File: src/logic/bpu_pkg.sv
package bpu_pkg;

    // widths shared by every table
    localparam int HIST_LEN = 5;    // local history bits per entry
    localparam int TAG_LEN  = 8;    // btb tag, pc[19:12]

    typedef logic [31:0]         addr_t;     // instruction address
    typedef logic [1:0]          br_type_t;  // branch class
    typedef logic [1:0]          scnt_t;     // 2-bit saturating counter, msb = taken
    typedef logic [HIST_LEN-1:0] hist_t;     // local history, newest bit at lsb
    typedef logic [TAG_LEN-1:0]  btb_tag_t;  // btb tag

    // branch class codes
    localparam br_type_t BR_NORMAL = 2'd0;  // conditional
    localparam br_type_t BR_JUMP   = 2'd1;  // direct unconditional
    localparam br_type_t BR_CALL   = 2'd2;  // bl, pushes the return address
    localparam br_type_t BR_RET    = 2'd3;  // jirl return, target from ras

    // first fetch group after reset
    localparam addr_t BPU_INIT_PC = 32'h1c00_0000;

    // table index fold
    // bits [k-1:0] of the result are pc[12 +: k] ^ pc[3 +: k],
    // callers cut it down to their own index width
    function automatic addr_t idx_fold(input addr_t pc);
        return (pc >> 12) ^ (pc >> 3);
    endfunction

endpackage

File: src/logic/bpu_correct_arb.sv
`timescale 1ns/1ps

module bpu_correct_arb import bpu_pkg::*; (
    // correction slot 0, wins whenever it updates
    input  logic     c0_update_i,
    input  addr_t    c0_pc_i,
    input  addr_t    c0_target_i,
    input  br_type_t c0_br_type_i,
    input  logic     c0_is_branch_i,
    input  logic     c0_taken_i,
    input  logic     c0_type_miss_i,
    input  hist_t    c0_history_i,
    input  scnt_t    c0_scnt_i,
    // correction slot 1
    input  logic     c1_update_i,
    input  addr_t    c1_pc_i,
    input  addr_t    c1_target_i,
    input  br_type_t c1_br_type_i,
    input  logic     c1_is_branch_i,
    input  logic     c1_taken_i,
    input  logic     c1_type_miss_i,
    input  hist_t    c1_history_i,
    input  scnt_t    c1_scnt_i,
    // shared write port into the tables
    output addr_t    w_pc_o,
    output addr_t    w_target_o,
    output br_type_t w_br_type_o,
    output logic     w_taken_o,
    output logic     w_type_miss_o,
    output hist_t    w_hist_o,
    output scnt_t    w_scnt_o,
    output addr_t    w_push_addr_o,  // return address for a call
    output logic     btb_we_o,
    output logic     dir_we_o,
    output logic     ras_push_o,
    output logic     ras_pop_o,
    output logic     w_slot_o        // bank select, pc[2]
);

    logic any_update;
    logic sel_is_branch;

    assign any_update = c0_update_i | c1_update_i;

    // fixed priority mux, slot 1 only when slot 0 is idle
    always_comb begin
        if (c0_update_i) begin
            w_pc_o        = c0_pc_i;
            w_target_o    = c0_target_i;
            w_br_type_o   = c0_br_type_i;
            sel_is_branch = c0_is_branch_i;
            w_taken_o     = c0_taken_i;
            w_type_miss_o = c0_type_miss_i;
            w_hist_o      = c0_history_i;
            w_scnt_o      = c0_scnt_i;
        end else begin
            w_pc_o        = c1_pc_i;
            w_target_o    = c1_target_i;
            w_br_type_o   = c1_br_type_i;
            sel_is_branch = c1_is_branch_i;
            w_taken_o     = c1_taken_i;
            w_type_miss_o = c1_type_miss_i;
            w_hist_o      = c1_history_i;
            w_scnt_o      = c1_scnt_i;
        end
    end

    assign w_slot_o      = w_pc_o[2];         // odd word goes to bank 1
    assign w_push_addr_o = w_pc_o + 32'd4;    // instruction after the call

    // btb refresh on a type miss, or on any taken branch so a moved
    // target gets rewritten
    assign btb_we_o   = any_update & (w_type_miss_o | (sel_is_branch & w_taken_o));
    assign dir_we_o   = any_update;           // history and counters on every report
    assign ras_push_o = any_update & (w_br_type_o == BR_CALL);
    assign ras_pop_o  = any_update & (w_br_type_o == BR_RET);

endmodule

File: config.mk
export PLATFORM = sky130hd
export DESIGN_NAME = bpu_correct_arb
export DESIGN_NICKNAME = d
export VERILOG_FILES = /design/src/logic/bpu_pkg.sv /design/src/logic/bpu_correct_arb.sv
export SDC_FILE = /design/constraint.sdc
export NUM_CORES = 1
export LEC_CHECK = 0
export ABC_AREA = 0
export BUFFER_PORTS_ARGS = -buffer_cell sky130_fd_sc_hd__buf_2
export CORE_AREA = 2 2 104 106
export DETAILED_ROUTE_END_ITERATION = 6
export DIE_AREA = 0 0 106 108
export PLACE_DENSITY = 0.55
export SLEW_MARGIN = 10
export SYNTH_ARGS = -nofsm -noshare
export SYNTH_HDL_FRONTEND = slang
export SYNTH_SLANG_ARGS = --single-unit
export TNS_END_PERCENT = 10
File: constraint.sdc
create_clock -name vclk -period 8.7
set_input_delay 1.74 -clock vclk [all_inputs]
set_output_delay 1.74 -clock vclk [all_outputs]
set_load 0.02 [all_outputs]
==> run summary <==
In this run the standard cell core region covers 10,200 sq um. In this run, placement finished with an instance count of 608. In this run the power density over the cells is 64.8 nW/um^2. The flow ran to the end, and the final reports show no timing, DRC or antenna violations. At the end of routability-driven placement, the weighted congestion stood at 0.789.

The net switching power figure is 120 uW, and the number of antenna violations at the first check in global routing is 1. Internal power comes to 89.2 uW. The detailed-router iteration count before antenna repair was 4; the count of input and output buffers was 266. For the non-filler instance count after layout, the log shows 608. The share of Yosys cell area claimed by the top area cell type works out to 40.5%. The type of the worst setup path is in -> out. The cell type contributing the most total cell area after synthesis was sky130_fd_sc_hd__mux2_2.

Setup repair after global routing left no endpoint under its margin. The smallest clock period supported by the final layout is computed as 6.31 ns. Entering global routing, the biggest net connects 70 pins. The wire length of the first global-routing pass is 13,200 microns. The Yosys step of the flow raised 0 warnings. The remaining number of nets flagged by the antenna check after routing was 0. The count of final hold-check violations came out at 0. In this run the worst path has a maximum fanout of 69.

The sequential share of power was 0%; the number of gates given a new drive strength after cts was 0. For this run the aggregate overflow at the end of global routing stands at 0. After filler insertion, the fill cell instance count of the layout stands at 1,133. The share of the synthesized area in compound gates (AO/OA/AOI/OAI) was 12.2%. The net count of the mapped netlist is 376, and the global-route total usage across every layer is 14.0%.

The worst setup path is captured at an output pin. Pin placement for this block handled 266 I/O pins. Of the cells placed in the final design, the portion with a size suffix greater than 1 is 71.2%.

The logs give 0% for the fraction of the yosys area taken by sequential cells and 11,400 sq um for the die outline area. The launch point of the critical path is c0_update_i. Ranked by total cell area, the synthesized netlist is headed by sky130_fd_sc_hd__mux2_2 41%, sky130_fd_sc_hd__xor2_1 6.8%, sky130_fd_sc_hd__xnor2_1 5.8%. Across the whole layout, storage elements account for 0 sq um. The run gives 2,625 as the via count of the first global-routing pass.

The tools report the static power due to leakage as 0.00171 uW. The remaining max-slew budget at the tightest pin is 47.0%, and the sum of negative setup slack is 0 ns. The post-DP HPWL was 8030 microns; the number of DRC violations after detailed routing was 0. Across the run, the number of max-cap violations was 0. The switching portion of total power was 57.4%; the multi-input gate area in the final layout was 1700 sq um.

Along the worst hold path, the cell count comes to 3. The average via count per standard cell was 4.49. Count of inserted antenna diode cells: 0. The final route contains 2,728 vias. The count of pins over their slew limit was 0; the part of the cycle the worst path needs was 72.5%. Once the floorplan was initialized, standard cells occupied 17.6% of the core. Timing would allow up to 159 MHz. The top cell types in the final layout, fill and taps aside, are 265 x sky130_fd_sc_hd__buf_2, 65 x sky130_fd_sc_hd__mux2_2, 14 x sky130_fd_sc_hd__xor2_1, 13 x sky130_fd_sc_hd__nand2_1, 12 x sky130_fd_sc_hd__xnor2_1. After clock tree synthesis, the setup repair step added 0 buffers.

Type of the tightest min-delay check: in -> out. The sequential cell count is 0. After the first detailed-routing iteration, the DRC count stood at 103. The portion of netlist area occupied by mux cells came out at 42.8%. The number of endpoints failing setup at the final stage is 0, and the number of placement rows is 37. Adder-cell area share of the yosys netlist: 0.693%. The routed length per instance works out to 14.7 microns. Data on the critical path is required at its endpoint by 6.96 ns. Main combinational cell family by area after synthesis: multiplexers. The total wire length is 8950 microns, and the count of hold buffers inserted by post-cts repair is 0. Synthesis produced 221 cells. The clock tree buffer count of the final layout is 0.

The xor/xnor cell area share of the yosys netlist works out to 12.6%. The run gives 4.57 ns as the arrival time at the worst endpoint. For the pin with the worst max-slew slack, the measured transition is 0.796 ns.

Measured along the x axis, the die boundary spans 106 microns. In this run the cell area of the synthesized design comes to 1810 sq um. The most critical setup path has its endpoint at w_push_addr_o[27]. The tools report the share of power burned in combinational logic as 100.0%. The total power after layout is 209 uW, and the area overhead of the layout relative to synthesis is 78.9%.

Leaving out fill and tap cells, the most frequent cell in the layout is sky130_fd_sc_hd__buf_2. The type of element launching the critical path was an input port. In the final design database the tool counted 629 nets.

Counting distinct cell types in the post-synthesis netlist gives 37. The average size of a mapped cell came out at 8.17 sq um. IR analysis of the VDD net gives a maximum drop of 0.0391 mV. The floorplan step set the die height to 108 microns.

Of the total power, the clock network draws 0%. After Yosys synthesis, and, or, nand and nor cells account for 25.7% of the synthesized area.
area by class of cell:
class                      count  share of cell area [%]
multi-input combinational    199                    52.5
inverter                       6                   0.697
timing repair buffer         267                    41.5
tap                          136                    5.27
power by group through the flow:
stage	logic, uW	clock network (uW)	registers, uW
floorplan	125	0	0
global placement	209	0	0
detailed placement	210	0	0
CTS	211	0	0
global route	225	0	0
finish	209	0	0
cell families (layout without fill, tap and decap cells):
kind of cell    Yosys count  after routing
simple gates             75             75
mux                      69             69
compound gates           28             28
xor+xnor                 26             26
buf+inv                  22            273
fa+ha+maj                 1              1
critical path, stage by stage:
cell                       delay [ns]
sky130_fd_sc_hd__buf_4           0.46
sky130_fd_sc_hd__buf_4           0.67
sky130_fd_sc_hd__nand4_1         0.21
sky130_fd_sc_hd__a22oi_1         0.41
sky130_fd_sc_hd__nand3b_1        0.24
sky130_fd_sc_hd__nor4b_1         0.40
sky130_fd_sc_hd__xnor2_1         0.17
sky130_fd_sc_hd__buf_2           0.19
Yosys cell counts (all sizes together) (5+ instances only):
| master | count |
|---|---|
| a21o | 8 |
| a22oi | 5 |
| buf | 11 |
| clkbuf | 5 |
| inv | 6 |
| mux2 | 65 |
| nand2 | 13 |
| nand3 | 11 |
| nand3b | 9 |
| nand4 | 8 |
| nand4b | 5 |
| nor2 | 9 |
| nor2b | 7 |
| xnor2 | 12 |
| xor2 | 14 |
layer usage:
| metal | routed length, microns | global-route usage (%) | up-vias |
|---|---|---|---|
| li1 | - | - | 1349 |
| met1 | 3830 | 18.3 | 1257 |
| met2 | 4290 | 24.3 | 116 |
| met3 | 791 | 3.86 | 4 |
| met4 | 22 | 0.470 | 2 |
| met5 | 16 | 0 | - |
how the worst min path moves through the flow:
stage / startpoint / end
6_report: c0_pc_i[2] / w_push_addr_o[2]
4_1_cts: c0_pc_i[2] / w_push_addr_o[2]
5_1_grt: c1_target_i[13] / w_target_o[13]
2_1_floorplan: c1_pc_i[2] / w_push_addr_o[2]
3_3_place_gp: c0_pc_i[2] / w_push_addr_o[2]
3_5_place_dp: c0_pc_i[2] / w_push_addr_o[2]
through the flow:
stage / setup WS [ns] / cell area (sq um) / hold WS (ns) / utilization [%]
final: 2.39 / 3230 / 3.82 / 31.6
after CTS: 2.39 / 3230 / 3.82 / 31.6
after floorplan: 1.99 / 1810 / 3.63 / -
after detailed placement: 2.41 / 3230 / 3.82 / 31.6
after global placement: 2.50 / 3230 / 3.82 / 31.6
after global routing: 2.04 / 3230 / 3.83 / 31.6
Note: power is estimated with default switching activity, not from simulation.
