<file path="src/logic/bpu_pkg.sv">
package bpu_pkg;

    // widths shared by every table
    localparam int HIST_LEN = 5;    // local history bits per entry
    localparam int TAG_LEN  = 8;    // btb tag, pc[19:12]

    typedef logic [31:0]         addr_t;     // instruction address
    typedef logic [1:0]          br_type_t;  // branch class
    typedef logic [1:0]          scnt_t;     // 2-bit saturating counter, msb = taken
    typedef logic [HIST_LEN-1:0] hist_t;     // local history, newest bit at lsb
    typedef logic [TAG_LEN-1:0]  btb_tag_t;  // btb tag

    // branch class codes
    localparam br_type_t BR_NORMAL = 2'd0;  // conditional
    localparam br_type_t BR_JUMP   = 2'd1;  // direct unconditional
    localparam br_type_t BR_CALL   = 2'd2;  // bl, pushes the return address
    localparam br_type_t BR_RET    = 2'd3;  // jirl return, target from ras

    // first fetch group after reset
    localparam addr_t BPU_INIT_PC = 32'h1c00_0000;

    // table index fold
    // bits [k-1:0] of the result are pc[12 +: k] ^ pc[3 +: k],
    // callers cut it down to their own index width
    function automatic addr_t idx_fold(input addr_t pc);
        return (pc >> 12) ^ (pc >> 3);
    endfunction

endpackage

</file>
<file path="src/logic/bpu_dir_pred.sv">
`timescale 1ns/1ps

module bpu_dir_pred import bpu_pkg::*; #(
    parameter int BTB_IDX_LEN = 6,
    parameter int PHT_PC_LEN  = 3
) (
    input  logic             clk,
    input  logic             rst_n,
    input  addr_t            rd_pc_i,
    // write side, trained only by corrections
    input  logic             we_i,
    input  addr_t            w_pc_i,
    input  logic             w_bank_i,
    input  logic             w_taken_i,
    input  logic             w_type_miss_i,
    input  hist_t            w_hist_i,      // history the backend predicted with
    input  scnt_t            w_scnt_i,      // counter value it saw
    output logic  [1:0]      taken_o,
    output hist_t [1:0]      hist_o,
    output scnt_t [1:0]      scnt_o
);

    localparam int BHT_DEPTH   = 1 << BTB_IDX_LEN;
    localparam int PHT_IDX_LEN = HIST_LEN + PHT_PC_LEN;
    localparam int PHT_DEPTH   = 1 << PHT_IDX_LEN;

    // local history per bank, same index as the btb
    hist_t [1:0][BHT_DEPTH-1:0] bht_q;
    // pattern table per bank, {history, pc[5:3]}
    scnt_t [1:0][PHT_DEPTH-1:0] pht_q;

    logic [BTB_IDX_LEN-1:0]       rd_idx;
    logic [BTB_IDX_LEN-1:0]       w_idx;
    logic [1:0][PHT_IDX_LEN-1:0]  rd_pht_idx;
    logic [PHT_IDX_LEN-1:0]       w_pht_idx;
    hist_t                        hist_next;
    scnt_t                        scnt_next;

    assign rd_idx = BTB_IDX_LEN'(idx_fold(rd_pc_i));
    assign w_idx  = BTB_IDX_LEN'(idx_fold(w_pc_i));

    // two level read, history first then counter
    always_comb begin
        for (int b = 0; b < 2; b++) begin
            hist_o[b]     = bht_q[b][rd_idx];
            rd_pht_idx[b] = {hist_o[b], rd_pc_i[3 +: PHT_PC_LEN]};
            scnt_o[b]     = pht_q[b][rd_pht_idx[b]];
            taken_o[b]    = scnt_o[b][1];           // msb says taken
        end
    end

    // new history
    // a type miss means the old bits belong to something else,
    // so refill with the outcome
    always_comb begin
        if (w_type_miss_i) begin
            hist_next = {HIST_LEN{w_taken_i}};
        end else begin
            hist_next = {w_hist_i[HIST_LEN-2:0], w_taken_i};
        end
    end

    // one step toward the outcome, saturating at 0 and 3
    always_comb begin
        scnt_next = w_scnt_i;
        if (w_taken_i && (w_scnt_i != 2'd3)) begin
            scnt_next = w_scnt_i + 2'd1;
        end else if (!w_taken_i && (w_scnt_i != 2'd0)) begin
            scnt_next = w_scnt_i - 2'd1;
        end
    end

    // counter addressed with the reported history, not the current one
    assign w_pht_idx = {w_hist_i, w_pc_i[3 +: PHT_PC_LEN]};

    always_ff @(posedge clk) begin
        if (!rst_n) begin
            bht_q <= '0;
            pht_q <= '0;    // strongly not taken everywhere
        end else if (we_i) begin
            bht_q[w_bank_i][w_idx]     <= hist_next;
            pht_q[w_bank_i][w_pht_idx] <= scnt_next;
        end
    end

endmodule

</file>
<file path="config.mk">
export PLATFORM = sky130hd
export DESIGN_NAME = bpu_dir_pred
export DESIGN_NICKNAME = d
export VERILOG_FILES = /design/src/logic/bpu_pkg.sv /design/src/logic/bpu_dir_pred.sv
export SDC_FILE = /design/constraint.sdc
export NUM_CORES = 2
export LEC_CHECK = 0
export BUFFER_PORTS_ARGS = -buffer_cell sky130_fd_sc_hd__buf_2
export CORE_MARGIN = 3
export CORE_UTILIZATION = 55
export CTS_CLUSTER_DIAMETER = 150
export DETAILED_ROUTE_END_ITERATION = 8
export PLACE_DENSITY_LB_ADDON = 0.3
export SETUP_SLACK_MARGIN = 0.02
export SYNTH_ARGS = -nofsm -noshare
export SYNTH_HDL_FRONTEND = slang
export SYNTH_SLANG_ARGS = --single-unit
</file>
<file path="constraint.sdc">
create_clock -name clk -period 5.4 [get_ports clk]
set_clock_uncertainty 0.2 [all_clocks]
set_input_delay 0.81 -clock clk [delete_from_list [all_inputs] [get_ports clk]]
set_output_delay 0.81 -clock clk [all_outputs]
set_load 0.02 [all_outputs]
</file>
==> results.txt <==
* Share of synthesized flip-flops with an asynchronous set or reset: 0%
- At the end of routability-driven placement, the weighted congestion stood at 0.861.
- The clock net in this run drives a total of 1664 sinks.
- For the worst-skew pair, the clock arrives at the later sink with an insertion delay of 0.78 ns.
- Share of final-layout standard cells stronger than drive strength 1: 14.8%
- The first global-routing pass estimated 315 mm of wire.
- The initial utilization of the core area, before any placement, comes to 55.7%.
* Power per unit of standard cell area: 334 nW/um^2
* Final Max Tran Viols: 0
- Area of the core: 128000 um^2
- The min-delay analysis places its worst path in the category register to register.
* Setup crit end kind: output pin
- Synthesis inferred 1664 register bits.
- Startpoint type of the worst setup path: input pin
- VDD sags by at most 0.000366 V.
* Gr usage total: 28.9%
* Number of antenna violations at the first check in global routing: 2
- In the routed layout, each cell is associated on average with a via count of 6.26.
- Period Utilization, post-route: 103%
- Including well taps, the total number of placed cells is 8881.
* Area taken by flip-flops and latches: 33300 um^2
- Multiplexer area fraction after synthesis: 16.0%
- Syn_area_per_cell: 9.49 um^2
* Number of buffers inserted by hold repair at cts: 0
- Synth area leaders: sky130_fd_sc_hd__dfxtp_1 47%, sky130_fd_sc_hd__mux4_2 15%, sky130_fd_sc_hd__a211oi_1 14%
* Part of the Yosys area used for sequential elements: 46.6%
* Largest net degree at the start of global routing: 223
* Run status: complete, but fails checks
- Setup WS post-layout: -0.165 ns
* Cells after synthesis: 7539
- Summing the areas of all xor and xnor instances in the mapped netlist gives 0.327% of the synthesized area.
* Critical path type: input pin to output pin
- Die width: 367 um
- Arithmetic-cell share of the synthesized area counting full adders, half adders and majority gates: 0.0350%
* Clock tree from TritonCTS: yes
* I/O pin cnt: 93
* Leading cell type by number of instances after synthesis: sky130_fd_sc_hd__nor2_1
* Worst Path Max Fanout: 7
* Number of buffers inserted by port buffering: 52
* Most instantiated cells after synthesis: 2119 x sky130_fd_sc_hd__nor2_1, 1664 x sky130_fd_sc_hd__dfxtp_1, 1294 x sky130_fd_sc_hd__a211oi_1
- The final reports fail on setup timing.
- Finish-stage setup viols: 6
- Floorplan die height: 367 um
- The cell area that synthesis handed to floorplanning was 71500 um^2.
- Post-synth top area share: 46.6%
- Final std cells w/o fill: 9235
* Number of nets produced by synthesis: 7618
- At the pin with the least slew margin, the transition time is 1.26 ns.
* Remaining antenna violation count: 0
* Fmax achieved: 180 MHz
* Slew headroom: 15.5%
- The clock passes through at most 3 buffers.
- The die covers 134000 um^2.
- The via count of the first global-routing pass was 55.7k.
- For this design the static power due to leakage is 0.0258 uW.
- Rows: 131
- Setup repair after global routing could not meet its margin everywhere.
- The number of hold violations in the final report is 0.
- In the final routed layout, each cell accounts on average for 21.6 um.
- Simple-gate portion of the synthesized area: 14.6%
* Period minus WS final: 5.56 ns
* Final cell utilization of the core: 62.8%
- Data arrival time of the critical path: 4.55 ns
- The routed design has 200 mm of wire.
- Clock root buffer master: sky130_fd_sc_hd__clkbuf_16
- The first detailed-routing pass ran for 6 iterations.
- Count of cell types in the netlist: 61
- Overall power consumption after layout is estimated at 26900 uW.
- H-tree Lvls: 4
* Area fraction in compound gates after synthesis: 18.8%
- For this run, design rule violations remaining after detail routing come to 0.
- Clock-pin slew was measured on the worst setup and hold paths at 0.06 ns.
- Max-cap violations in this run came to 0.
- By area, the combinational part of the netlist is dominated by compound AO/OA/AOI/OAI gates.
- The layout has 10.2k filler cells.
* Required arrival time at the worst endpoint: 4.39 ns
* Number of enable flip-flop cells after synthesis: 0
- Multi-input gate area in the final layout: 36100 um^2
- For this block, the initial DRC count from the detailed router was 5794.
* CTS buffer count: 170
* Number of nets in the layout: 7450
* Most used flip-flop cell after synthesis: sky130_fd_sc_hd__dfxtp_1
* Via count: 57.9k
- Yosys synthesis warning count: 0
- P&R area growth vs syn: 12.6%
* Post-detail-place hpwl: 118 mm
* Largest area contributor in the synthesized netlist: sky130_fd_sc_hd__dfxtp_1
- For this run the aggregate overflow at the end of global routing stands at 0.
==> state kept, by name, indices dropped and copies added, names as in the netlist <==
name   count
bht_q    640
pht_q   1024
==> per-stage QoR <==
stage	hold slack (ns)	area [um^2]	setup TNS (ns)	setup slack, ns
final	0.273	80600	-0.646	-0.165
after global routing	0.297	80600	-1.31	-0.235
after CTS	0.273	80200	-0.659	-0.147
after detailed placement	0.265	73800	-2.08	-0.409
after global placement	0.258	73800	-1.86	-0.431
after floorplan	0.250	71600	-0.0221	-0.0221
==> where the power goes <==
part / switching (uW) / internal (uW) / leakage [uW]
clock: 4920 / 7310 / 0.00286
combinational: 1540 / 773 / 0.00954
sequential: 19.5 / 12300 / 0.0134
total: 6480 / 20400 / 0.0258
==> final timing paths <==
check	start	to	slack, ns	cells past startpoint
worst max-delay path	rd_pc_i[3]	scnt_o[2]	-0.16	15
worst min-delay path	bht_q[485]	bht_q[485]	0.27	2
worst max register to register	bht_q[404]	bht_q[404]	4.39	2
worst min register to register	bht_q[485]	bht_q[485]	0.27	2
==> what timing repair did <==
action | CTS | global route
pin swaps | 11 | 23
gates resized for setup | 52 | 41
gates cloned | 4 | 2
setup buffers | 31 | 14
setup endpoints to repair | 6 | 6
==> layout by cell type (no fill, tap or decap), types with 7 or more instances in the layout <==
cell	n
sky130_fd_sc_hd__a211oi_1	1289
sky130_fd_sc_hd__a21oi_1	162
sky130_fd_sc_hd__a22oi_1	14
sky130_fd_sc_hd__buf_12	58
sky130_fd_sc_hd__buf_16	8
sky130_fd_sc_hd__buf_2	42
sky130_fd_sc_hd__buf_4	157
sky130_fd_sc_hd__buf_6	21
sky130_fd_sc_hd__bufinv_16	19
sky130_fd_sc_hd__clkbuf_1	42
sky130_fd_sc_hd__clkbuf_16	180
sky130_fd_sc_hd__clkbuf_8	28
sky130_fd_sc_hd__clkinv_2	28
sky130_fd_sc_hd__dfxtp_1	1664
sky130_fd_sc_hd__mux2i_1	71
sky130_fd_sc_hd__mux4_2	469
sky130_fd_sc_hd__nand2_1	493
sky130_fd_sc_hd__nand2_2	9
sky130_fd_sc_hd__nand2b_1	8
sky130_fd_sc_hd__nand3_1	16
sky130_fd_sc_hd__nor2_1	2118
sky130_fd_sc_hd__nor2b_1	39
sky130_fd_sc_hd__o211a_1	71
sky130_fd_sc_hd__o21ai_0	326
sky130_fd_sc_hd__or3_1	9
sky130_fd_sc_hd__xnor2_1	7
sky130_fd_sc_hd__xor2_1	7
==> worst max-delay path, cell delays in order <==
cell and delay (ns):
sky130_fd_sc_hd__buf_8 0.11, sky130_fd_sc_hd__xnor2_4 0.17, sky130_fd_sc_hd__buf_12 0.14, sky130_fd_sc_hd__buf_16 0.15, sky130_fd_sc_hd__buf_12 0.15, sky130_fd_sc_hd__buf_8 0.11
sky130_fd_sc_hd__mux4_2 0.50, sky130_fd_sc_hd__mux4_2 0.57, sky130_fd_sc_hd__mux4_2 0.62, sky130_fd_sc_hd__or2_1 0.30, sky130_fd_sc_hd__a221o_1 0.31, sky130_fd_sc_hd__o211ai_1 0.22
sky130_fd_sc_hd__a21oi_1 0.06, sky130_fd_sc_hd__buf_4 0.15, sky130_fd_sc_hd__buf_2 0.15
==> layer usage <==
layer  track usage (%)  share of wire, %
met4              10.7               3.6
met1              39.7                42
met3              5.34               8.2
met2              45.7                46
met5                 0                 0
==> logic make-up (layout without fill, tap and decap cells) <==
| group | count (synthesis) | count (layout) |
|---|---|---|
| muxes | 554 | 554 |
| other | 0 | 1 |
| adders and majority gates | 2 | 2 |
| xor gates and xnor gates | 25 | 25 |
| DFF | 1664 | 1664 |
| buffers and inverters | 640 | 606 |
| and+or+nand+nor | 2725 | 2725 |
| AOI/OAI and AO/OA | 1929 | 1929 |
==> area by class of cell <==
| class | instances | area share [%] |
|---|---|---|
| diodes | 1 | 0.00311 |
| flip-flops and latches | 1664 | 41.4 |
| clock buffers | 248 | 6.20 |
| well taps | 1729 | 2.69 |
| multi-input cells | 5235 | 44.8 |
| clock inverters | 58 | 1.00 |
| inverters | 7 | 0.0513 |
| repair buffers | 293 | 3.89 |
Note: power is estimated with default switching activity, not from simulation.
