<file path="src/logic/bpu_pkg.sv">
package bpu_pkg;

    // widths shared by every table
    localparam int HIST_LEN = 5;    // local history bits per entry
    localparam int TAG_LEN  = 8;    // btb tag, pc[19:12]

    typedef logic [31:0]         addr_t;     // instruction address
    typedef logic [1:0]          br_type_t;  // branch class
    typedef logic [1:0]          scnt_t;     // 2-bit saturating counter, msb = taken
    typedef logic [HIST_LEN-1:0] hist_t;     // local history, newest bit at lsb
    typedef logic [TAG_LEN-1:0]  btb_tag_t;  // btb tag

    // branch class codes
    localparam br_type_t BR_NORMAL = 2'd0;  // conditional
    localparam br_type_t BR_JUMP   = 2'd1;  // direct unconditional
    localparam br_type_t BR_CALL   = 2'd2;  // bl, pushes the return address
    localparam br_type_t BR_RET    = 2'd3;  // jirl return, target from ras

    // first fetch group after reset
    localparam addr_t BPU_INIT_PC = 32'h1c00_0000;

    // table index fold
    // bits [k-1:0] of the result are pc[12 +: k] ^ pc[3 +: k],
    // callers cut it down to their own index width
    function automatic addr_t idx_fold(input addr_t pc);
        return (pc >> 12) ^ (pc >> 3);
    endfunction

endpackage

</file>
<file path="src/logic/bpu_ras.sv">
`timescale 1ns/1ps

module bpu_ras import bpu_pkg::*; #(
    parameter int RAS_DEPTH = 8
) (
    input  logic  clk,
    input  logic  rst_n,
    input  logic  push_i,       // call reported
    input  logic  pop_i,        // return reported
    input  addr_t push_addr_i,  // call pc + 4
    output addr_t top_o
);

    localparam int PTR_LEN = $clog2(RAS_DEPTH);

    addr_t               stack_q [RAS_DEPTH];  // circular, no reset
    logic  [PTR_LEN-1:0] top_q;                // points at the newest entry
    logic  [PTR_LEN-1:0] push_ptr;

    assign push_ptr = top_q + 1'b1;   // slot above the top, wraps
    assign top_o    = stack_q[top_q];

    // pointer
    // reset parks it one below slot 0 so the first push lands there
    always_ff @(posedge clk) begin
        if (!rst_n) begin
            top_q <= '1;
        end else if (push_i) begin
            top_q <= push_ptr;
        end else if (pop_i) begin
            top_q <= top_q - 1'b1;     // underflow just wraps
        end
    end

    // overflow overwrites the oldest entry through the wrap
    always_ff @(posedge clk) begin
        if (push_i) begin
            stack_q[push_ptr] <= push_addr_i;
        end
    end

endmodule

</file>
<file path="config.mk">
export PLATFORM = sky130hd
export DESIGN_NAME = bpu_ras
export DESIGN_NICKNAME = d
export VERILOG_FILES = /design/src/logic/bpu_pkg.sv /design/src/logic/bpu_ras.sv
export SDC_FILE = /design/constraint.sdc
export NUM_CORES = 1
export LEC_CHECK = 0
export ABC_AREA = 1
export BUFFER_PORTS_ARGS = -buffer_cell sky130_fd_sc_hd__buf_2
export CORE_MARGIN = 3
export CORE_UTILIZATION = 61
export CTS_CLUSTER_DIAMETER = 60
export DETAILED_ROUTE_END_ITERATION = 16
export PLACE_DENSITY = 0.8
export SLEW_MARGIN = 20
export SYNTH_ARGS = -nofsm -noshare
export SYNTH_HDL_FRONTEND = slang
export SYNTH_SLANG_ARGS = --single-unit
</file>
<file path="constraint.sdc">
create_clock -name clk -period 3.8 [get_ports clk]
set_input_delay 0.76 -clock clk [delete_from_list [all_inputs] [get_ports clk]]
set_output_delay 0.76 -clock clk [all_outputs]
set_load 0.02 [all_outputs]
</file>
==> metrics.txt, run 1 <==
outcome completed; Worst path slowest cell buf_4; # port buffers 67; hold path cells 1; WL met2 11900 um; clk_lat worst skew 0.52 ns; worst hold slack 0.512 ns; syn avg cell area 9.95 um^2; post-DP HPWL 13100 um; commonest cells in the netlist nand2_1 (428), inv_1 (265), edfxtp_1 (256); Setup violations, final 0; pwr/cell area 516 nW/um^2; CTS resizes 0; max_cap viols 0; I/O pin total 68; peak supply drop 0.000516 V; total core area 18200 um^2; WP data required 3.04 ns; RSZ-0062 raised after global routing no; top sig layer met4; Post-CTS Setup Inserts 0; Num CTS Buffers 26; actual slew at the worst max-slew pin 1.09 ns; drt first-iter violations 614; Worst Path Arrival 2.89 ns; ys flop type edfxtp_1; Min-Delay Endpoint stack_q[0][26]; cell row count 49; R2R Path Start top_q[0]; vias in the first global route 7290; Routed Antenna Nets 0; Ys Warns 0; die area 20500 um^2; reg2reg path depth 5; largest net degree at the start of global routing 69; met1 wire length 9460 um; share of synthesized registers carrying an async set or reset 0; reg-to-reg endpoint stack_q[0][18]; cell with the most instances after synthesis nand2_1; Setup crit end kind output pin; Yosys cell types 17; Slew Limit Fails 0; Area Overhead vs Synth 11.4%; RePlAce Congestion 0.802; layout cells sized above 1 0.101; final core occ 0.701; vias after detailed routing 7502; first drt pass iteration count 5; sequential element share of the synthesized area 0.681; Setup CP Type reg -> out; Max Root-Sink Buffers 3; Routed wire per std cell 16.0 um; root buf cell clkbuf_16; final wirelength 23400 um; Met3 Routed Length 1460 um; Cells after Synth 1152; worst hold path class in -> reg; Initial Util 0.630; hold buffer count at cts 0; Syn Nets 1190; CP max stage delay 0.68 ns; crit start category register; fmax 274 MHz; clk sink count 262; R2R Setup Slk 1.49 ns; first-pass GRT wire length 37100 um; Die X 143 um; share of the synthesized area in the top cell type 0.670; drt via density 5.15; H-tree Lvls 1; Tmin final 3.65 ns; Clk pin slew, worst setup/hold paths 0.06 ns; Yosys top cell by area edfxtp_1; GR Util All Layers 0.232; final hold violation count 0; Die Y-Extent 143 um; Synth area leaders edfxtp_1 (67%), nand2_1 (14%), inv_1 (8.7%), nand3_1 (5.6%), buf_6 (1.1%); Hold Startpoint push_addr_i[26]; cell family contributing the most delay on the critical path buffers and inverters; Worst Clk Skew 0.0170 ns; critical-path cell list buf_4 -> buf_4 -> nand2_1 -> nand3_1 -> nand2_1 -> nand2_1 -> nand2_1 -> buf_2; FF+latch count, synth 262; setup_tns 0 ns; EDFF count, synth 256; total grt overflow 0; Post-Syn Area 11500 um^2; Max FO, Critical Path 68; period utilisation layout 0.961; Nets 1249; max_slew headroom 0.270; initial antenna violation count 0; buffers and inverters on the worst path 3; leakage 0.00596 uW; critical path's most frequent cell nand2_1; antenna cells 0; CTS tree built; DRC 0
-- area by class of cell --
| class | count | area (um^2) |
|---|---|---|
| sequential | 262 | 7810 |
| fill | 1227 | 5440 |
| multi-input combinational | 575 | 2410 |
| inverter | 267 | 1000 |
| clock buffer | 34 | 702 |
| timing repair buffer | 79 | 503 |
| tap | 229 | 287 |
| clock inverter | 12 | 52.6 |
-- worst reg2reg max path, cell delays in order, from the launching register on --
cell and delay, ns:
dfxtp_1 0.39, inv_1 0.08, ha_1 0.35, inv_1 0.09
nand2_1 0.13, nor2_4 0.85
-- worst max-delay path by stage --
| stage | slack [ns] | to | cells past startpoint | start |
|---|---|---|---|---|
| 2_1_floorplan | 1.12 | stack_q[0][0] | 5 | top_q[0] |
| 3_3_place_gp | 0.85 | top_o[15] | 8 | register |
| 3_5_place_dp | 0.74 | top_o[6] | 8 | register |
| 4_1_cts | 0.17 | top_o[6] | 8 | register |
| 5_1_grt | 0.0002 | top_o[6] | 8 | register |
| 6_report | 0.15 | top_o[6] | 8 | register |
-- cell usage in the layout (no fill, tap or decap) --
| master | Yosys | routed |
|---|---|---|
| a31oi_1 | 1 | 1 |
| edfxtp_1 | 256 | 256 |
| clkbuf_1 | 7 | 7 |
| clkinv_1 | 0 | 6 |
| buf_2 | 20 | 67 |
| a21oi_1 | 3 | 3 |
| buf_4 | 5 | 7 |
| o21ai_0 | 3 | 3 |
| inv_1 | 265 | 265 |
| xor2_1 | 1 | 1 |
| nand2_1 | 428 | 428 |
| nor2_1 | 9 | 1 |
| nor2_4 | 0 | 8 |
| inv_2 | 2 | 1 |
| ha_1 | 2 | 2 |
| nand3_1 | 128 | 128 |
| buf_12 | 0 | 3 |
| dfxtp_4 | 0 | 1 |
| dfxtp_1 | 6 | 4 |
| buf_16 | 0 | 2 |
| clkbuf_16 | 0 | 27 |
| dfxtp_2 | 0 | 1 |
| clkinv_2 | 0 | 7 |
-- per-stage QoR --
step | total power (uW) | setup slack (ns) | cell area, um^2 | instances
3_5_place_dp | 4360 | 0.738 | 11900 | 1409
2_1_floorplan | 4050 | 1.12 | 11500 | 1152
4_1_cts | 6620 | 0.172 | 12700 | 1455
6_report | 6590 | 0.148 | 12800 | 1458
3_3_place_gp | 4330 | 0.849 | 11900 | 1409
5_1_grt | 6850 | 0.000223 | 12800 | 1458
-- registers in the layout, summed over array words and instances, names as in the netlist, named ones only --
signal	cells
top_q	3
stack_q	256
-- logic make-up after synthesis --
logic type,share of synthesized area
DFF,0.681
and+or+nand+nor,0.199
adders and majority gates,0.00218
AOI/OAI and AO/OA,0.00316
buffers and inverters,0.114
xor gates and xnor gates,0.000764
-- metal layers --
metal / up-vias / global-route usage
li1: 3691 / -
met1: 3478 / 0.303
met2: 279 / 0.409
met3: 54 / 0.0275
met4: 0 / 0.0715
met5: - / 0
-- power breakdown --
part	leakage, uW	total [uW]	internal, uW	switching [uW]
combinational	0.00321	931	264	667
sequential	0.00238	3380	3340	41.4
clock	0.000374	2290	1290	996
total	0.00596	6590	4890	1700
No activity file was read; power rests on OpenSTA's default activity.
==> run 2, diff against run 1 <==
Settings changed: CORE_UTILIZATION 61 to 65, PLACE_DENSITY 0.8 to 0.84.
Clock period 3.8 ns to 4.52 ns, I/O delays scaled along.
==> metrics.txt, run 2 (same netlist as run 1, synthesis figures left out) <==
outcome completed; drt first-iter violations 750 (+22%); Die X 139 um (-3.0%); peak supply drop 0.000392 V (-24%); leakage 0.00601 uW (+0.81%); setup_tns 0 ns (unchanged); Area Overhead vs Synth 11.8%; Tmin final 3.49 ns; Cell Area, Placed 12000 um^2 (+0.18%); fmax 287 MHz; Setup crit end kind output pin; I/O pin total 68 (unchanged); Hold Startpoint top_q[1]; biggest regs stack_q: 256 flops, top_q: 3 flops; crit start category register; antenna cells 0 (unchanged); post-route cell area 12800 um^2 (+0.39%); flip-flop count of the largest register after layout 256 (unchanged); Routed Antenna Nets 0 (unchanged); R2R Setup Slk 2.07 ns (+0.58 ns); worst hold path class reg -> reg; Post-CTS Setup Inserts 0 (unchanged); max_cap viols 0 (unchanged); total grt overflow 0 (unchanged); clk_lat worst skew 0.53 ns (about the same); first-pass GRT wire length 36600 um (-1.5%); hold buffer count at cts 0 (unchanged); RSZ-0062 raised after global routing no; Setup violations, final 0 (unchanged); first drt pass iteration count 5 (unchanged); Clk pin slew, worst setup/hold paths 0.06 ns (about the same); root buf cell clkbuf_16; # port buffers 67 (unchanged); vias in the first global route 7450 (+2.2%); Setup CP Type reg -> out; max_slew headroom 0.352 (+0.0820); clk sink count 262 (unchanged); Largest Register stack_q; period utilisation layout 0.772; final core occ 0.757 (+0.0557); reg-to-reg endpoint stack_q[4][27]; DRC 0 (unchanged); most frequent cells in the layout nand2_1 (428), inv_1 (265), edfxtp_1 (256); Die Y-Extent 139 um (-3.0%); post-DP HPWL 12800 um (-2.3%); hold path cells 2 (+1); pwr/cell area 442 nW/um^2 (-14%); R2R Path Start top_q[0]; total core area 16900 um^2 (-7.0%); GR Util All Layers 0.238 (+0.00678); cell row count 47 (-4.1%); Max Root-Sink Buffers 3 (unchanged); Routed wire per std cell 16.2 um (+1.1%); drt via density 5.29 (+2.8%); Worst Clk Skew 0.0160 ns (-0.00101 ns); final hold violation count 0 (unchanged); WP data required 3.62 ns (+0.58 ns); Worst Path Arrival 2.58 ns (-0.31 ns); commonest non-fill, non-tap cell in the layout nand2_1; DP Worst Slack 1.65 ns (+0.916 ns); Slew Limit Fails 0 (unchanged); initial antenna violation count 0 (unchanged); vias after detailed routing 7684 (+2.4%); final setup margin 1.03 ns (+0.884 ns); reg2reg path depth 6 (+1); H-tree Lvls 1 (unchanged); Max FO, Critical Path 90 (+32%); RePlAce Congestion 0.773 (-3.5%); Nets 1253 (+0.32%); final wirelength 23500 um (+0.71%); CTS tree built; CTS resizes 0 (unchanged); largest net degree at the start of global routing 91 (+32%); die area 19300 um^2 (-5.9%); Num CTS Buffers 26 (unchanged); worst hold slack 0.538 ns (+0.0265 ns); Initial Util 0.677 (+0.0473); layout cells sized above 1 0.108 (+0.00697); actual slew at the worst max-slew pin 0.972 ns (-0.120 ns)
[run 2: cell count changes in the layout (fill, tap and decap cells not counted)]
cell and change:
clkbuf_1 -5, buf_12 -2, bufinv_16 +2, clkinv_2 +3, buf_4 +6
[run 2: critical path: stages, from the launching register on]
cell,delay (ns)
dfxtp_4,0.51
clkinv_2,0.10
buf_4,0.73
nand2_1,0.16
nand3_1,0.13
nand2_1,0.06
nand2_1,0.05
nand2_1,0.08
buf_2,0.17
[run 2: where the power goes]
group	total, uW	internal, uW	switching [uW]
clock network	2050	1190	856
logic	778	221	557
registers	2840	2800	39.9
total	5670	4220	1450
[run 2: worst max path at each step]
stage	cells after the start	start	end	slack, ns
after floorplan	2	push_i	stack_q[0][0]	1.73
after global placement	8	register	top_o[5]	1.67
after detailed placement	8	register	top_o[5]	1.65
after CTS	8	register	top_o[17]	1.06
after global routing	8	register	top_o[17]	0.88
final	8	register	top_o[17]	1.03
[run 2: routing by layer]
metal	track usage	part of all wire	up-vias	routed length, um
met5	0	0	-	0
met4	0.0824	0.026	0	602
met3	0.0348	0.086	57	2020
met2	0.422	0.52	371	12100
met1	0.304	0.37	3551	8780
li1	-	-	3705	-
[run 2: layout make-up]
| type | instances | area, um^2 |
|---|---|---|
| multi-input combinational | 575 | 2410 |
| inverter | 267 | 1000 |
| tap | 220 | 275 |
| clock buffer | 29 | 683 |
| fill | 1072 | 4120 |
| timing repair buffer | 83 | 508 |
| sequential | 262 | 7810 |
| clock inverter | 17 | 128 |
[run 2: through the flow]
stage | total power, uW | instances
2_1_floorplan | 3410 | 1152
3_3_place_gp | 3630 | 1404
3_5_place_dp | 3660 | 1405
4_1_cts | 5680 | 1451
5_1_grt | 5870 | 1453
6_report | 5670 | 1453
