==> config.mk <==
export PLATFORM = sky130hd
export DESIGN_NAME = bpu_pc_gen
export DESIGN_NICKNAME = d
export VERILOG_FILES = /design/src/logic/bpu_pkg.sv /design/src/logic/bpu_pc_gen.sv
export SDC_FILE = /design/constraint.sdc
export NUM_CORES = 1
export LEC_CHECK = 0
export BUFFER_PORTS_ARGS = -buffer_cell sky130_fd_sc_hd__buf_2
export CORE_AREA = 2 2 118 120
export DETAILED_ROUTE_END_ITERATION = 8
export DIE_AREA = 0 0 120 122
export PLACE_DENSITY_LB_ADDON = 0.25
export SLEW_MARGIN = 20
export SYNTH_ARGS = -nofsm -noshare
export SYNTH_HDL_FRONTEND = slang
export SYNTH_SLANG_ARGS = --single-unit
export TNS_END_PERCENT = 5
==> constraint.sdc <==
create_clock -name clk -period 3.35 [get_ports clk]
set_clock_uncertainty 0.05 [all_clocks]
set_input_delay 0.67 -clock clk [delete_from_list [all_inputs] [get_ports clk]]
set_output_delay 0.67 -clock clk [all_outputs]
set_load 0.03 [all_outputs]
==> src/logic/bpu_pkg.sv <==
package bpu_pkg;

    // widths shared by every table
    localparam int HIST_LEN = 5;    // local history bits per entry
    localparam int TAG_LEN  = 8;    // btb tag, pc[19:12]

    typedef logic [31:0]         addr_t;     // instruction address
    typedef logic [1:0]          br_type_t;  // branch class
    typedef logic [1:0]          scnt_t;     // 2-bit saturating counter, msb = taken
    typedef logic [HIST_LEN-1:0] hist_t;     // local history, newest bit at lsb
    typedef logic [TAG_LEN-1:0]  btb_tag_t;  // btb tag

    // branch class codes
    localparam br_type_t BR_NORMAL = 2'd0;  // conditional
    localparam br_type_t BR_JUMP   = 2'd1;  // direct unconditional
    localparam br_type_t BR_CALL   = 2'd2;  // bl, pushes the return address
    localparam br_type_t BR_RET    = 2'd3;  // jirl return, target from ras

    // first fetch group after reset
    localparam addr_t BPU_INIT_PC = 32'h1c00_0000;

    // table index fold
    // bits [k-1:0] of the result are pc[12 +: k] ^ pc[3 +: k],
    // callers cut it down to their own index width
    function automatic addr_t idx_fold(input addr_t pc);
        return (pc >> 12) ^ (pc >> 3);
    endfunction

endpackage

==> src/logic/bpu_pc_gen.sv <==
`timescale 1ns/1ps

module bpu_pc_gen import bpu_pkg::*; (
    input  logic               clk,
    input  logic               rst_n,
    input  logic               flush_i,        // redirect from backend
    input  addr_t              redir_addr_i,
    input  logic               ready_i,        // fetch takes the group
    // lookups of the current group
    input  logic     [1:0]     hit_i,
    input  br_type_t [1:0]     br_type_i,
    input  addr_t    [1:0]     target_i,
    input  logic     [1:0]     dir_taken_i,
    input  addr_t              ras_top_i,
    output addr_t              pc_o,
    output logic     [1:0]     mask_o,
    output logic     [1:0]     taken_o,
    output addr_t    [1:0]     next_pc_o,
    output addr_t    [1:0]     pred_target_o
);

    addr_t      pc_q;
    addr_t      seq_pc;      // next 8-byte group
    addr_t      pc_next;
    logic [1:0] branch;

    assign pc_o   = pc_q;
    assign seq_pc = {pc_q[31:3] + 29'd1, 3'b000};

    // per slot decision
    always_comb begin
        for (int s = 0; s < 2; s++) begin
            // unconditional classes always go, conditional asks the counter
            branch[s] = hit_i[s] & ((br_type_i[s] != BR_NORMAL) | dir_taken_i[s]);
            pred_target_o[s] = (br_type_i[s] == BR_RET) ? ras_top_i : target_i[s];
        end
    end

    assign taken_o[0] = branch[0] & ~pc_q[2];    // entry in slot 1, slot 0 dead
    assign taken_o[1] = branch[1];

    // fall-through of slot 0 is the other word of this group
    assign next_pc_o[0] = taken_o[0] ? pred_target_o[0] : {pc_q[31:3], 3'b100};
    assign next_pc_o[1] = taken_o[1] ? pred_target_o[1] : seq_pc;

    // slot 1 dies behind a taken slot 0
    assign mask_o = {~taken_o[0], ~pc_q[2]};

    // first taken slot wins
    always_comb begin
        if (taken_o[0]) begin
            pc_next = pred_target_o[0];
        end else if (taken_o[1]) begin
            pc_next = pred_target_o[1];
        end else begin
            pc_next = seq_pc;
        end
    end

    always_ff @(posedge clk) begin
        if (!rst_n) begin
            pc_q <= BPU_INIT_PC;
        end else if (flush_i) begin
            pc_q <= redir_addr_i;      // flush beats back-pressure
        end else if (ready_i) begin
            pc_q <= pc_next;
        end
    end

endmodule

==> flow_summary.yaml, run 1 <==
grt:
  grt_max_degree: 45
  grt_pass1_wl_mm: 26.6
  gr-total-overflow: 0
  grt_pass1_vias: 4936
  grt_util_all_layers: 0.232
  antenna_found_initial: 1
clock_tree:
  ctsLongestPathBuffers: 2
  post_cts_buffers: 0
  worst_skew_pair.late_latency_ns: 0.28
  numCtsBuffers: 5
  clock_sinks: 32
  cts_root_buf: "clkbuf_16"
  clkTransAtPathRegs_ns: 0.06
  cts_tree: "done"
  htreeDepth: 2
cells_and_area:
  finalInstanceArea_um2: 5750
  fin_util: 0.426
  fillers: 1483
  areaGrowthSynthToFinish_pct: 52.3
  final_common_cell: "buf_2"
  drive_gt1_frac: 0.492
  largest_reg_flops: 32
  antenna_cells: 0
  layout_common_cells: "303 x buf_2, 57 x a21oi_1, 48 x nand2_1, 48 x o21ai_0, 45 x mux2_2"
  nets: 979
timing:
  hold_violations: 0
  rsz0062_at_grt: "true"
  max_slew.worst_pin.slew_ns: 0.621
  period_share: 0.977
  slew_headroom: 0.585
  setup_viol: 0
  min_period_ns: 3.27
  hold_ws_ns: 0.497
  drv_slew: 0
  setup_slack_ns: 0.0775
  max_freq_ghz: 0.306
power:
  p_leak_nw: 2.88
  peakVddDrop_uv: 190
  cellPowerDensity_nw_per_um2: 360
  pwr-share-comb: 0.547
  power_mw: 2.07
  p_sw_mw: 1.00
  seqPwrFrac: 0.223
  p_clk_frac: 0.230
  p_int_mw: 1.07
  p_sw_frac: 0.484
place:
  place_ws_ns: 0.376
  io_buffer_count: 303
  placed_cell_area_um2: 5600
  gp_congestion: 0.848
  dpl.hpwl_mm: 14.2
detailed_routing:
  postRouteWirelength_mm: 18.0
  drtIter0Drc: 289
  firstDrtPassIters: 6
  wl_per_cell_um: 17.6
  post-route-drc-count: 0
  via_per_inst: 5.14
  drtAntennaViolNets: 0
  num_vias: 5239
synthesis:
  ys_seq_area_frac: 0.170
  synth_ff_type: "dfxtp_1"
  synth_edf_count: 0
  syn_nets: 682
  synth_cell_types: 48
  synth_async_sr_flop_share: 0
  syn_avg_cell_area_um2: 6.98
  synth_area_um2: 3770
  synth_warnings: 0
  ys_seq_elements: 32
  netlist_instances: 541
critical_path:
  path_class: "flop to output pin"
  cp-end-kind: "output pin"
  crit_required_ns: 2.63
  crit_fanout: 15
  crit_arrival_ns: 2.55
  cp-start-kind: "flop"
floorplan:
  die_y_um: 122
  die_area_um2: 14600
  fp-row-count: 43
  start_util: 0.279
  io_pins: 304
  coreArea_um2: 13500
  die_width_um: 120
run_status:
  status: "finished, final reports clean"
job:
  drv_cap: 0
min_path:
  hold_path.class: "flop to flop"
[worst max-delay path, stage by stage, from the launching register on]
cell     delay, ns
dfxtp_1       0.45
and3_1        0.23
or4b_4        0.60
or4_1         0.50
a31oi_1       0.25
buf_2         0.25
[per-layer routing]
layer  routed length (um)  track usage
met5                   13            0
met4                  312       0.0603
met3                 1370       0.0431
met2                 8980        0.422
met1                 7300        0.281
[stage by stage]
| stage | setup TNS [ns] | cells |
|---|---|---|
| floorplan | 0 | 541 |
| global placement | 0 | 1011 |
| detailed placement | 0 | 1011 |
| CTS | 0 | 1019 |
| global route | -0.00783 | 1019 |
| finish | 0 | 1019 |
[what timing repair did]
action | 4_1_cts | 5_1_grt
resized for setup | 0 | 1
setup endpoints to repair | 0 | 3
hold buffers | 0 | 0
[cells in the mapped netlist, types with 2 or more instances]
| cell type | count | share of area |
|---|---|---|
| xor2_1 | 9 | 0.021 |
| nand3_1 | 16 | 0.021 |
| mux2_2 | 45 | 0.13 |
| buf_2 | 7 | 0.0093 |
| buf_1 | 7 | 0.0070 |
| inv_1 | 28 | 0.028 |
| and4_1 | 5 | 0.012 |
| nand2_1 | 51 | 0.051 |
| o311a_1 | 3 | 0.0080 |
| a31oi_1 | 6 | 0.0099 |
| a211oi_1 | 5 | 0.0099 |
| or2_2 | 18 | 0.030 |
| nor2_1 | 37 | 0.037 |
| nand4_1 | 4 | 0.0066 |
| a21oi_1 | 57 | 0.076 |
| o31ai_1 | 5 | 0.0099 |
| or3_1 | 5 | 0.0083 |
| dfxtp_1 | 32 | 0.17 |
| clkbuf_1 | 28 | 0.028 |
| a221oi_1 | 4 | 0.0093 |
| nor4_1 | 10 | 0.017 |
| nor2b_1 | 3 | 0.0050 |
| and3_1 | 11 | 0.018 |
| o21ai_0 | 49 | 0.065 |
| a22o_1 | 2 | 0.0046 |
| nor3_1 | 11 | 0.015 |
| or4_1 | 4 | 0.0080 |
| mux2i_1 | 22 | 0.058 |
| xnor2_1 | 12 | 0.028 |
| o21a_1 | 17 | 0.034 |
| o211ai_1 | 11 | 0.022 |
[cell type report]
| type | count | area, um2 | area share |
|---|---|---|---|
| timing repair buffer | 333 | 1750 | 0.305 |
| multi-input combinational | 437 | 2870 | 0.499 |
| clock inverter | 3 | 23.8 | 0.00414 |
| sequential | 32 | 641 | 0.111 |
| tap | 180 | 225 | 0.0392 |
| clock buffer | 5 | 125 | 0.0218 |
| inverter | 29 | 109 | 0.0189 |
[logic make-up after synthesis]
| family | Yosys count | synth area share |
|---|---|---|
| AND/OR/NAND/NOR | 179 | 0.240 |
| AO/OA/AOI/OAI | 169 | 0.272 |
| adder cells (fa/ha/maj) | 1 | 0.00332 |
| XOR/XNOR | 21 | 0.0487 |
| flip-flops | 32 | 0.170 |
| buffers and inverters | 72 | 0.0743 |
| multiplexers | 67 | 0.193 |
[power by group through the flow]
stage / Clock, mW / Sequential [mW] / Combinational [mW]
2_1_floorplan: 0 / 0.524 / 0.682
3_3_place_gp: 0 / 0.468 / 1.14
3_5_place_dp: 0 / 0.469 / 1.14
4_1_cts: 0.493 / 0.460 / 1.14
5_1_grt: 0.504 / 0.466 / 1.21
6_report: 0.477 / 0.461 / 1.13
[worst paths after layout]
path              cells past startpoint      from  slack (ns)            end
hold reg to reg                       2   pc_o[1]        0.50        pc_o[1]
hold / removal                        2   pc_o[1]        0.50        pc_o[1]
setup / recovery                      5  pc_o[15]        0.08  next_pc_o[55]
setup reg to reg                      6  pc_o[15]        0.94       pc_o[23]
No activity file was read; power rests on OpenSTA's default activity.
==> inputs of run 2 (changes only) <==
--- a/config.mk
+++ b/config.mk
@@ -10,6 +10,7 @@
 export DETAILED_ROUTE_END_ITERATION = 8
 export DIE_AREA = 0 0 120 122
 export PLACE_DENSITY_LB_ADDON = 0.25
+export SETUP_SLACK_MARGIN = 0.3
 export SLEW_MARGIN = 20
 export SYNTH_ARGS = -nofsm -noshare
 export SYNTH_HDL_FRONTEND = slang
==> run 2 against run 1 <==
Net effect:
- non-clock buffer count increased by 10
- power increased by 0.48%
- die area unchanged
- worst setup slack improved by 0.23 ns
- combinational power about the same
- register-to-register slack improved by 0.07 ns
- cell count increased by 1.1%
- clock power decreased by 1%
- wire length increased by 0.18%
- utilization increased by 2.0 points
- sequential cell count unchanged
- cell area increased by 4.7%
- critical path type unchanged
==> flow_summary.yaml, run 2 (synthesis results as in run 1) <==
run_status:
  status: "finished, final reports clean"
cells_and_area:
  layout_common_cells: "294 x buf_2, 55 x a21oi_1, 48 x nand2_1"
  fillers: 1453
  drive_gt1_frac: 0.532
  finalInstanceArea_um2: 6020
  fin_util: 0.446
  largest_reg_flops: 32
  areaGrowthSynthToFinish_pct: 59.5
  final_common_cell: "buf_2"
  nets: 989
critical_path:
  path_class: "flop to output pin"
  path_cells: "and3_4, or4b_4, or4_1, a31oi_2, buf_4"
  crit_required_ns: 2.63
  cp-start-kind: "flop"
  cp-end-kind: "output pin"
  slowest_stage: "or4b_4"
  crit_fanout: 7
  slowest_delay_ns: 0.55
  crit_arrival_ns: 2.32
power:
  p_int_mw: 1.08
  seqPwrFrac: 0.222
  p_leak_nw: 3.01
  p_sw_frac: 0.480
  pwr-share-comb: 0.552
  cellPowerDensity_nw_per_um2: 346
  p_clk_frac: 0.226
  peakVddDrop_uv: 178
  p_sw_mw: 0.999
place:
  gp_congestion: 0.784
  dpl.hpwl_mm: 13.7
  placed_cell_area_um2: 5570
  place_ws_ns: 0.401
  io_buffer_count: 303
timing:
  max_freq_ghz: 0.329
  rsz0062_at_grt: "true"
  hold_violations: 0
  drv_slew: 0
  setup_viol: 0
  slew_headroom: 0.528
  min_period_ns: 3.04
  period_share: 0.908
  max_slew.worst_pin.slew_ns: 0.707
  setup_tns_ns: 0
  hold_ws_ns: 0.480
  setup_slack_ns: 0.310
clock_tree:
  numCtsBuffers: 5
  cts_hold_buffers: 0
  cts_root_buf: "clkbuf_16"
  clock_sinks: 32
  worst_skew_pair.late_latency_ns: 0.28
  ctsLongestPathBuffers: 2
  cts_tree: "done"
  htreeDepth: 2
  clkTransAtPathRegs_ns: 0.07
detailed_routing:
  via_per_inst: 5.10
  firstDrtPassIters: 4
  drtAntennaViolNets: 0
  drtIter0Drc: 231
  wl_per_cell_um: 17.5
  postRouteWirelength_mm: 18.0
  post-route-drc-count: 0
  num_vias: 5256
grt:
  grt_pass1_vias: 5139
  gr-total-overflow: 0
  antenna_found_initial: 0
  grt_util_all_layers: 0.234
  grt_pass1_wl_mm: 27.1
  grt_max_degree: 70
floorplan:
  fp-row-count: 43
  die_area_um2: 14600
  coreArea_um2: 13500
  io_pins: 304
  die_width_um: 120
  start_util: 0.279
  die_y_um: 122
job:
  drv_cap: 0
min_path:
  hold_path.class: "flop to flop"
-- run 2: cell types whose count changed in the layout (fill, tap and decap cells not counted), moves of 4 or more --
cell	before	now
buf_2	303	294
buf_4	29	42
clkbuf_4	0	4
dfxtp_1	32	20
dfxtp_2	0	5
dfxtp_4	0	7
nor4_1	10	4
nor4_4	0	4
-- run 2: cell type report --
type	instances	area, um2	share of cell area
multi-input cells	437	3000	0.499
clock inverters	3	23.8	0.00395
inverters	29	109	0.0181
diodes	1	2.50	0.000416
clock buffers	5	125	0.0208
well taps	180	225	0.0374
repair buffers	343	1860	0.309
flip-flops and latches	32	673	0.112
-- run 2: power groups by stage --
stage / logic (mW) / registers, mW / clock network (mW)
after floorplan: 0.683 / 0.524 / 0
after global placement: 1.13 / 0.468 / 0
after detailed placement: 1.13 / 0.470 / 0
after CTS: 1.13 / 0.462 / 0.480
after global routing: 1.23 / 0.470 / 0.499
final: 1.15 / 0.463 / 0.470
-- run 2: worst max-delay path: cells and delay by family, from the launching register on --
family,cells,cell delay (ns)
and+or+nand+nor,3,1.25
AOI/OAI and AO/OA,1,0.23
buffers and inverters,1,0.20
DFF,1,0.36
-- run 2: metrics by stage --
step	power (mW)	std cells
2_1_floorplan	1.21	541
3_3_place_gp	1.60	1007
3_5_place_dp	1.60	1007
4_1_cts	2.08	1020
5_1_grt	2.20	1029
6_report	2.08	1030
-- run 2: what timing repair did --
action	in CTS	in global routing
endpoints found under the setup margin	13	16
pin swaps	2	6
setup buffers	5	9
hold endpoints to repair	0	0
resized for setup	12	44
-- run 2: worst paths after layout --
| kind | slack (ns) | depth (start not counted) | from | endpoint |
|---|---|---|---|---|
| worst max register to register | 1.01 | 8 | pc_o[16] | pc_o[21] |
| worst min-delay path | 0.48 | 2 | pc_o[0] | pc_o[0] |
| worst max-delay path | 0.31 | 5 | pc_o[16] | next_pc_o[55] |
| worst min register to register | 0.48 | 2 | pc_o[0] | pc_o[0] |
-- run 2: routing by layer --
layer / vias up / track usage / wire length [um]
met1: 2442 / 0.277 / 7490
met5: - / 0 / 0
met2: 226 / 0.445 / 9160
met4: 0 / 0.0375 / 121
li1: 2580 / - / -
met3: 8 / 0.0417 / 1260
